## config.mk

```make
export PLATFORM = sky130hd
export DESIGN_NAME = matmul_top
export DESIGN_NICKNAME = d
export VERILOG_FILES = /design/src/matmul_pkg.sv /design/src/matmul_ctrl.sv /design/src/operand_addr_gen.sv /design/src/mac_unit.sv /design/src/result_writer.sv /design/src/matmul_top.sv
export SDC_FILE = /design/constraint.sdc
export NUM_CORES = 2
export LEC_CHECK = 0
export ABC_AREA = 1
export BUFFER_PORTS_ARGS = -buffer_cell sky130_fd_sc_hd__buf_2
export CAP_MARGIN = 20
export CORE_ASPECT_RATIO = 0.5
export CORE_MARGIN = 2
export CORE_UTILIZATION = 50
export DETAILED_ROUTE_END_ITERATION = 6
export HOLD_SLACK_MARGIN = 0.06
export MAX_ROUTING_LAYER = met4
export PLACE_DENSITY = 0.78
export SYNTH_ARGS = -nofsm -noshare
export SYNTH_HDL_FRONTEND = slang
export SYNTH_HIERARCHICAL = 1
export SYNTH_SLANG_ARGS = --single-unit
```

## constraint.sdc

```tcl
create_clock -name clk -period 11.7 [get_ports clk]
set_clock_uncertainty 0.15 [all_clocks]
set_input_delay 2.34 -clock clk [delete_from_list [all_inputs] [get_ports clk]]
set_output_delay 2.34 -clock clk [all_outputs]
set_load 0.02 [all_outputs]
```

## src/matmul_pkg.sv

```systemverilog
package matmul_pkg;

  // SRAM word width
  localparam int DATA_W = 32;

  // One dimension field, half of a word
  localparam int DIM_W = 16;

  // Dimension header, rows in the upper half-word
  typedef struct packed {
    logic [DIM_W-1:0] rows;
    logic [DIM_W-1:0] cols;
  } dims_t;

  // Word at address 0 is a header, every other word is an element
  typedef union packed {
    dims_t             dims;
    logic [DATA_W-1:0] data;
  } sram_word_u;

  // Travels with each operand address pair
  typedef struct packed {
    logic valid;
    // First element of a dot product
    logic first;
    // Last element of a dot product
    logic last;
    // Last element of the whole job
    logic is_final;
  } op_tag_t;

  // One finished element of C
  typedef struct packed {
    logic              valid;
    // Last element of C in this job
    logic              is_final;
    logic [DATA_W-1:0] data;
  } result_t;

endpackage

```

## src/matmul_ctrl.sv

```systemverilog
`timescale 1ns/1ns

module matmul_ctrl (
  input  logic                   clk,
  input  logic                   reset_n,
  input  logic                   dut_valid,
  input  matmul_pkg::sram_word_u input_header,
  input  matmul_pkg::sram_word_u weight_header,
  input  logic                   job_done,
  output logic                   dut_ready,
  output logic                   header_select,
  output logic                   start_stream,
  output matmul_pkg::dims_t      dims_a,
  output matmul_pkg::dims_t      dims_b
);

  typedef enum logic [2:0] {
    IDLE     = 3'd0,
    HDR_ADDR = 3'd1,
    HDR_CAP  = 3'd2,
    STREAM   = 3'd3,
    DONE     = 3'd4
  } state_t;

  state_t state;
  state_t state_next;

  always_comb begin
    state_next = state;
    case (state)
      IDLE, DONE: begin
        // Strobe only counts while ready is high
        if (dut_valid) begin
          state_next = HDR_ADDR;
        end else begin
          state_next = IDLE;
        end
      end
      HDR_ADDR: begin
        state_next = HDR_CAP;
      end
      HDR_CAP: begin
        state_next = STREAM;
      end
      STREAM: begin
        // Writer flags the last C element
        if (job_done) begin
          state_next = DONE;
        end
      end
      default: begin
        state_next = IDLE;
      end
    endcase
  end

  always_ff @(posedge clk) begin
    if (!reset_n) begin
      state        <= IDLE;
      start_stream <= 1'b0;
    end else begin
      state        <= state_next;
      start_stream <= (state == HDR_CAP);
    end
  end

  // Header data is back one cycle after address 0 was shown
  always_ff @(posedge clk) begin
    if (state == HDR_CAP) begin
      dims_a <= input_header.dims;
      dims_b <= weight_header.dims;
    end
  end

  // Ready in idle and in the cycle after the final write
  assign dut_ready     = (state == IDLE) || (state == DONE);
  assign header_select = (state == HDR_ADDR);

endmodule

```

## src/operand_addr_gen.sv

```systemverilog
`timescale 1ns/1ns

module operand_addr_gen #(
  parameter int ADDR_W = 16
) (
  input  logic                    clk,
  input  logic                    reset_n,
  input  logic                    start_stream,
  input  logic                    header_select,
  input  matmul_pkg::dims_t       dims_a,
  input  matmul_pkg::dims_t       dims_b,
  output logic [ADDR_W-1:0]       input_read_address,
  output logic [ADDR_W-1:0]       weight_read_address,
  output matmul_pkg::op_tag_t     tag
);

  logic [matmul_pkg::DIM_W-1:0] i_cnt, j_cnt, k_cnt;
  logic [matmul_pkg::DIM_W-1:0] i_next, j_next, k_next;
  logic [matmul_pkg::DIM_W-1:0] i_max, j_max, k_max;
  logic [ADDR_W-1:0]            a_row_base, b_col_base;
  logic [ADDR_W-1:0]            a_base_next, b_base_next;
  logic [ADDR_W-1:0]            a_addr, b_addr;
  logic [ADDR_W-1:0]            a_addr_next, b_addr_next;
  logic [ADDR_W-1:0]            k_step;
  logic                         advance;

  // K from the column count of A, N from the column count of B
  assign i_max  = dims_a.rows - 1'b1;
  assign j_max  = dims_b.cols - 1'b1;
  assign k_max  = dims_a.cols - 1'b1;
  assign k_step = ADDR_W'(dims_a.cols);

  // Keep issuing until the final element has gone out
  assign advance = start_stream || (tag.valid && !tag.is_final);

  always_comb begin
    i_next      = i_cnt;
    j_next      = j_cnt;
    k_next      = k_cnt + 1'b1;
    a_base_next = a_row_base;
    b_base_next = b_col_base;
    a_addr_next = a_addr + 1'b1;
    b_addr_next = b_addr + 1'b1;
    if (start_stream) begin
      i_next      = '0;
      j_next      = '0;
      k_next      = '0;
      a_base_next = ADDR_W'(1);
      b_base_next = ADDR_W'(1);
      a_addr_next = ADDR_W'(1);
      b_addr_next = ADDR_W'(1);
    end else if (k_cnt == k_max) begin
      k_next = '0;
      if (j_cnt == j_max) begin
        // Next row of A, back to the first column of B
        j_next      = '0;
        i_next      = i_cnt + 1'b1;
        a_base_next = a_row_base + k_step;
        b_base_next = ADDR_W'(1);
      end else begin
        j_next      = j_cnt + 1'b1;
        b_base_next = b_col_base + k_step;
      end
      a_addr_next = a_base_next;
      b_addr_next = b_base_next;
    end
  end

  always_ff @(posedge clk) begin
    if (!reset_n) begin
      i_cnt      <= '0;
      j_cnt      <= '0;
      k_cnt      <= '0;
      a_row_base <= '0;
      b_col_base <= '0;
      a_addr     <= '0;
      b_addr     <= '0;
      tag        <= '0;
    end else if (advance) begin
      i_cnt          <= i_next;
      j_cnt          <= j_next;
      k_cnt          <= k_next;
      a_row_base     <= a_base_next;
      b_col_base     <= b_base_next;
      a_addr         <= a_addr_next;
      b_addr         <= b_addr_next;
      tag.valid      <= 1'b1;
      tag.first      <= (k_next == '0);
      tag.last       <= (k_next == k_max);
      tag.is_final   <= (k_next == k_max) && (j_next == j_max) && (i_next == i_max);
    end else begin
      tag <= '0;
    end
  end

  // Header word sits at address 0 of both SRAMs
  assign input_read_address  = header_select ? '0 : a_addr;
  assign weight_read_address = header_select ? '0 : b_addr;

endmodule

```

## src/mac_unit.sv

```systemverilog
`timescale 1ns/1ns

module mac_unit (
  input  logic                   clk,
  input  logic                   reset_n,
  input  matmul_pkg::op_tag_t    tag,
  input  matmul_pkg::sram_word_u a_word,
  input  matmul_pkg::sram_word_u b_word,
  output matmul_pkg::result_t    result
);

  matmul_pkg::op_tag_t          tag_d;
  logic [matmul_pkg::DATA_W-1:0] product;
  logic [matmul_pkg::DATA_W-1:0] sum;
  logic [matmul_pkg::DATA_W-1:0] acc;

  // Tag lines up with the SRAM read latency
  always_ff @(posedge clk) begin
    if (!reset_n) begin
      tag_d <= '0;
    end else begin
      tag_d <= tag;
    end
  end

  // Low 32 bits only, wraps like the reference model
  assign product = a_word.data * b_word.data;
  assign sum     = tag_d.first ? product : acc + product;

  always_ff @(posedge clk) begin
    if (tag_d.valid) begin
      acc <= sum;
    end
  end

  // Result comes out one cycle after the last element
  always_ff @(posedge clk) begin
    if (!reset_n) begin
      result <= '0;
    end else begin
      result.valid    <= tag_d.valid && tag_d.last;
      result.is_final <= tag_d.valid && tag_d.last && tag_d.is_final;
      result.data     <= sum;
    end
  end

endmodule

```

## src/result_writer.sv

```systemverilog
`timescale 1ns/1ns

module result_writer #(
  parameter int ADDR_W = 16
) (
  input  logic                          clk,
  input  logic                          reset_n,
  input  matmul_pkg::result_t           result,
  output logic                          result_write_enable,
  output logic [ADDR_W-1:0]             result_write_address,
  output logic [matmul_pkg::DATA_W-1:0] result_write_data,
  output logic                          job_done
);

  // Address of the next element of C
  logic [ADDR_W-1:0] wr_cnt;

  always_ff @(posedge clk) begin
    if (!reset_n) begin
      result_write_enable <= 1'b0;
      job_done            <= 1'b0;
      wr_cnt              <= '0;
    end else begin
      result_write_enable <= result.valid;
      job_done            <= result.valid && result.is_final;
      if (result.valid) begin
        // Next job starts again at address 0
        if (result.is_final) begin
          wr_cnt <= '0;
        end else begin
          wr_cnt <= wr_cnt + 1'b1;
        end
      end
    end
  end

  // Write port payload
  always_ff @(posedge clk) begin
    if (result.valid) begin
      result_write_address <= wr_cnt;
      result_write_data    <= result.data;
    end
  end

endmodule

```

## src/matmul_top.sv

```systemverilog
`timescale 1ns/1ns

module matmul_top #(
  parameter int ADDR_W = 16
) (
  input  logic                          clk,
  input  logic                          reset_n,
  input  logic                          dut_valid,
  output logic                          dut_ready,

  output logic [ADDR_W-1:0]             input_read_address,
  input  matmul_pkg::sram_word_u        input_read_data,

  output logic [ADDR_W-1:0]             weight_read_address,
  input  matmul_pkg::sram_word_u        weight_read_data,

  output logic                          result_write_enable,
  output logic [ADDR_W-1:0]             result_write_address,
  output logic [matmul_pkg::DATA_W-1:0] result_write_data
);

  matmul_pkg::dims_t   dims_a;
  matmul_pkg::dims_t   dims_b;
  matmul_pkg::op_tag_t tag;
  matmul_pkg::result_t result;
  logic                header_select;
  logic                start_stream;
  logic                job_done;

  matmul_ctrl u_ctrl (
    .clk           (clk),
    .reset_n       (reset_n),
    .dut_valid     (dut_valid),
    .input_header  (input_read_data),
    .weight_header (weight_read_data),
    .job_done      (job_done),
    .dut_ready     (dut_ready),
    .header_select (header_select),
    .start_stream  (start_stream),
    .dims_a        (dims_a),
    .dims_b        (dims_b)
  );

  operand_addr_gen #(
    .ADDR_W (ADDR_W)
  ) u_addr_gen (
    .clk                 (clk),
    .reset_n             (reset_n),
    .start_stream        (start_stream),
    .header_select       (header_select),
    .dims_a              (dims_a),
    .dims_b              (dims_b),
    .input_read_address  (input_read_address),
    .weight_read_address (weight_read_address),
    .tag                 (tag)
  );

  mac_unit u_mac (
    .clk     (clk),
    .reset_n (reset_n),
    .tag     (tag),
    .a_word  (input_read_data),
    .b_word  (weight_read_data),
    .result  (result)
  );

  result_writer #(
    .ADDR_W (ADDR_W)
  ) u_writer (
    .clk                  (clk),
    .reset_n              (reset_n),
    .result               (result),
    .result_write_enable  (result_write_enable),
    .result_write_address (result_write_address),
    .result_write_data    (result_write_data),
    .job_done             (job_done)
  );

endmodule

```

==> run summary <==
Status = finished, final reports clean
Startpoint Class = primary input
Most common cell after layout, fill and taps aside = nand2_1
Post-DP HPWL = 84000 um
Setup bufs post-CTS = 0
Most frequent cells in the layout = nand2_1, inv_1, fa_1, nand3_1, nor2_1
Largest fanout on the critical path = 28
Non-Filler Instances = 6076
Clk slew on worst S/H paths = 0.07 ns
CTS Buffer Depth = 3
Slowest cell on crit path = buf_2
Syn nets = 5730
Grt total ovfl = 0
Post-CTS Hold Buffers = 0
Synthesized instance count = 5057
Largest stage delay, worst path = 0.67 ns
Full die area = 0.0753 mm^2
Final max-slew violation count = 0
Root buffer selected by CTS = clkbuf_16
Hold path startpoint = u_mac/result[19]
CTS-repair resized insts = 0
Synthesis warning total = 6
Setup violators final = 0
Vias = 32900
Fin crit period = 10.53 ns
GRT Resource Usage Total = 30.1%
Die H = 195 um
Cts bufs inserted = 31
Post-Syn Area per Cell = 7.22 um^2
Crit path DAT = 10.73 ns
Via/cell ratio = 5.42
Largest net degree at the start of global routing = 86
Layout cell share with drive strength beyond 1 = 7.22%
Placed Cells = 6012
CP endpoint kind = register
Worst-margin pin slew = 1.01 ns
Drt initial violations = 2955
Die X = 386 um
Highest clock rate = 0.0950 GHz
Worst skew pair latency = 0.61 ns
Crit share post-route = 90.0%
Setup TNS = 0 ns
Placeable Area = 0.0717 mm^2
Relative slew slack = 32.8%
Io pins = 149
Initial antenna violation count = 4
Input/output buffers = 148
Hold WC Path Type = register to register
First-pass GRT wire length = 174000 um
Clk sinks = 304
H-tree depth = 1
RSZ-0062 raised after global routing = no
Reg2reg start = u_ctrl/dims_a[0]
Critical Path Source = weight_read_data[5]
Hold Fails Final Rpt = 0
TritonCTS clock tree = yes
Site row count = 69
Vias in the first global route = 32500
Layout area overhead = 6.81%
Initial Utilization = 51.0%
Required time of the critical path = 11.90 ns
Detailed Route WL = 110000 um
Most used cell, CP = fa_1
Detailed Routing Iterations Pass 1 = 5
Avg WL per Cell = 18.1 um
Critical path class = primary input to register
Fillers = 6650
Mapped cell area = 0.0365 mm^2
Remaining routing DRC violations = 0
Final Wtd Congestion = 0.995
Post-route antenna net violation count = 0
Max Cap Viol = 0
Nets = 5760
[stage by stage]
step | hold slack (ns) | area (um^2) | util (%) | setup WS, ns
finish | 0.250 | 39000 | 54.4 | 1.17
CTS | 0.251 | 39000 | 54.4 | 1.32
global placement | 0.236 | 37900 | 52.8 | 0.850
detailed placement | 0.239 | 37900 | 52.8 | 0.747
floorplan | 0.236 | 36500 | - | 1.62
global route | 0.262 | 39000 | 54.4 | 0.702
[flip-flops by register name, summed over array words and instances (netlist names), 32 cells and up]
name	flops
u_writer/result_write_data	32
u_ctrl/dims_a	32
u_mac/result	34
u_mac/acc	32
[final timing paths]
path              cells after the start                        endpoint  slack (ns)
setup reg to reg                     19        u_addr_gen/a_row_base[6]        6.98
setup / recovery                     31                   u_mac/acc[31]        1.17
hold reg to reg                       0  u_writer/result_write_data[19]        0.25
hold / removal                        0  u_writer/result_write_data[19]        0.25
[per-layer routing]
metal / track usage, % / vias up / part of all wire (%)
li1: - / 15500 / -
met1: 40.1 / 15700 / 43
met2: 45.9 / 1476 / 44
met3: 6.80 / 221 / 9.7
met4: 9.16 / 0 / 3.1
met5: - / - / 0
[critical path, delay by kind of cell]
| family | cells | cell delay, ns |
|---|---|---|
| adder cells (fa/ha/maj) | 10 | 4.93 |
| AND/OR/NAND/NOR | 10 | 1.41 |
| buffers and inverters | 5 | 0.96 |
| AO/OA/AOI/OAI | 5 | 0.68 |
| XOR/XNOR | 1 | 0.35 |
[final cells by class]
type | instances | area (um^2) | share of cell area [%]
inverters | 1132 | 4250 | 10.9
clock buffers | 42 | 911 | 2.34
flip-flops and latches | 304 | 7370 | 18.9
clock inverters | 16 | 219 | 0.561
well taps | 958 | 1200 | 3.07
multi-input cells | 3446 | 24100 | 61.8
diodes | 6 | 15.0 | 0.0385
repair buffers | 172 | 921 | 2.36
Power is left out: the tool's default activity adds up to more than one toggle a clock period on the data nets, which glitch-free logic cannot reach.
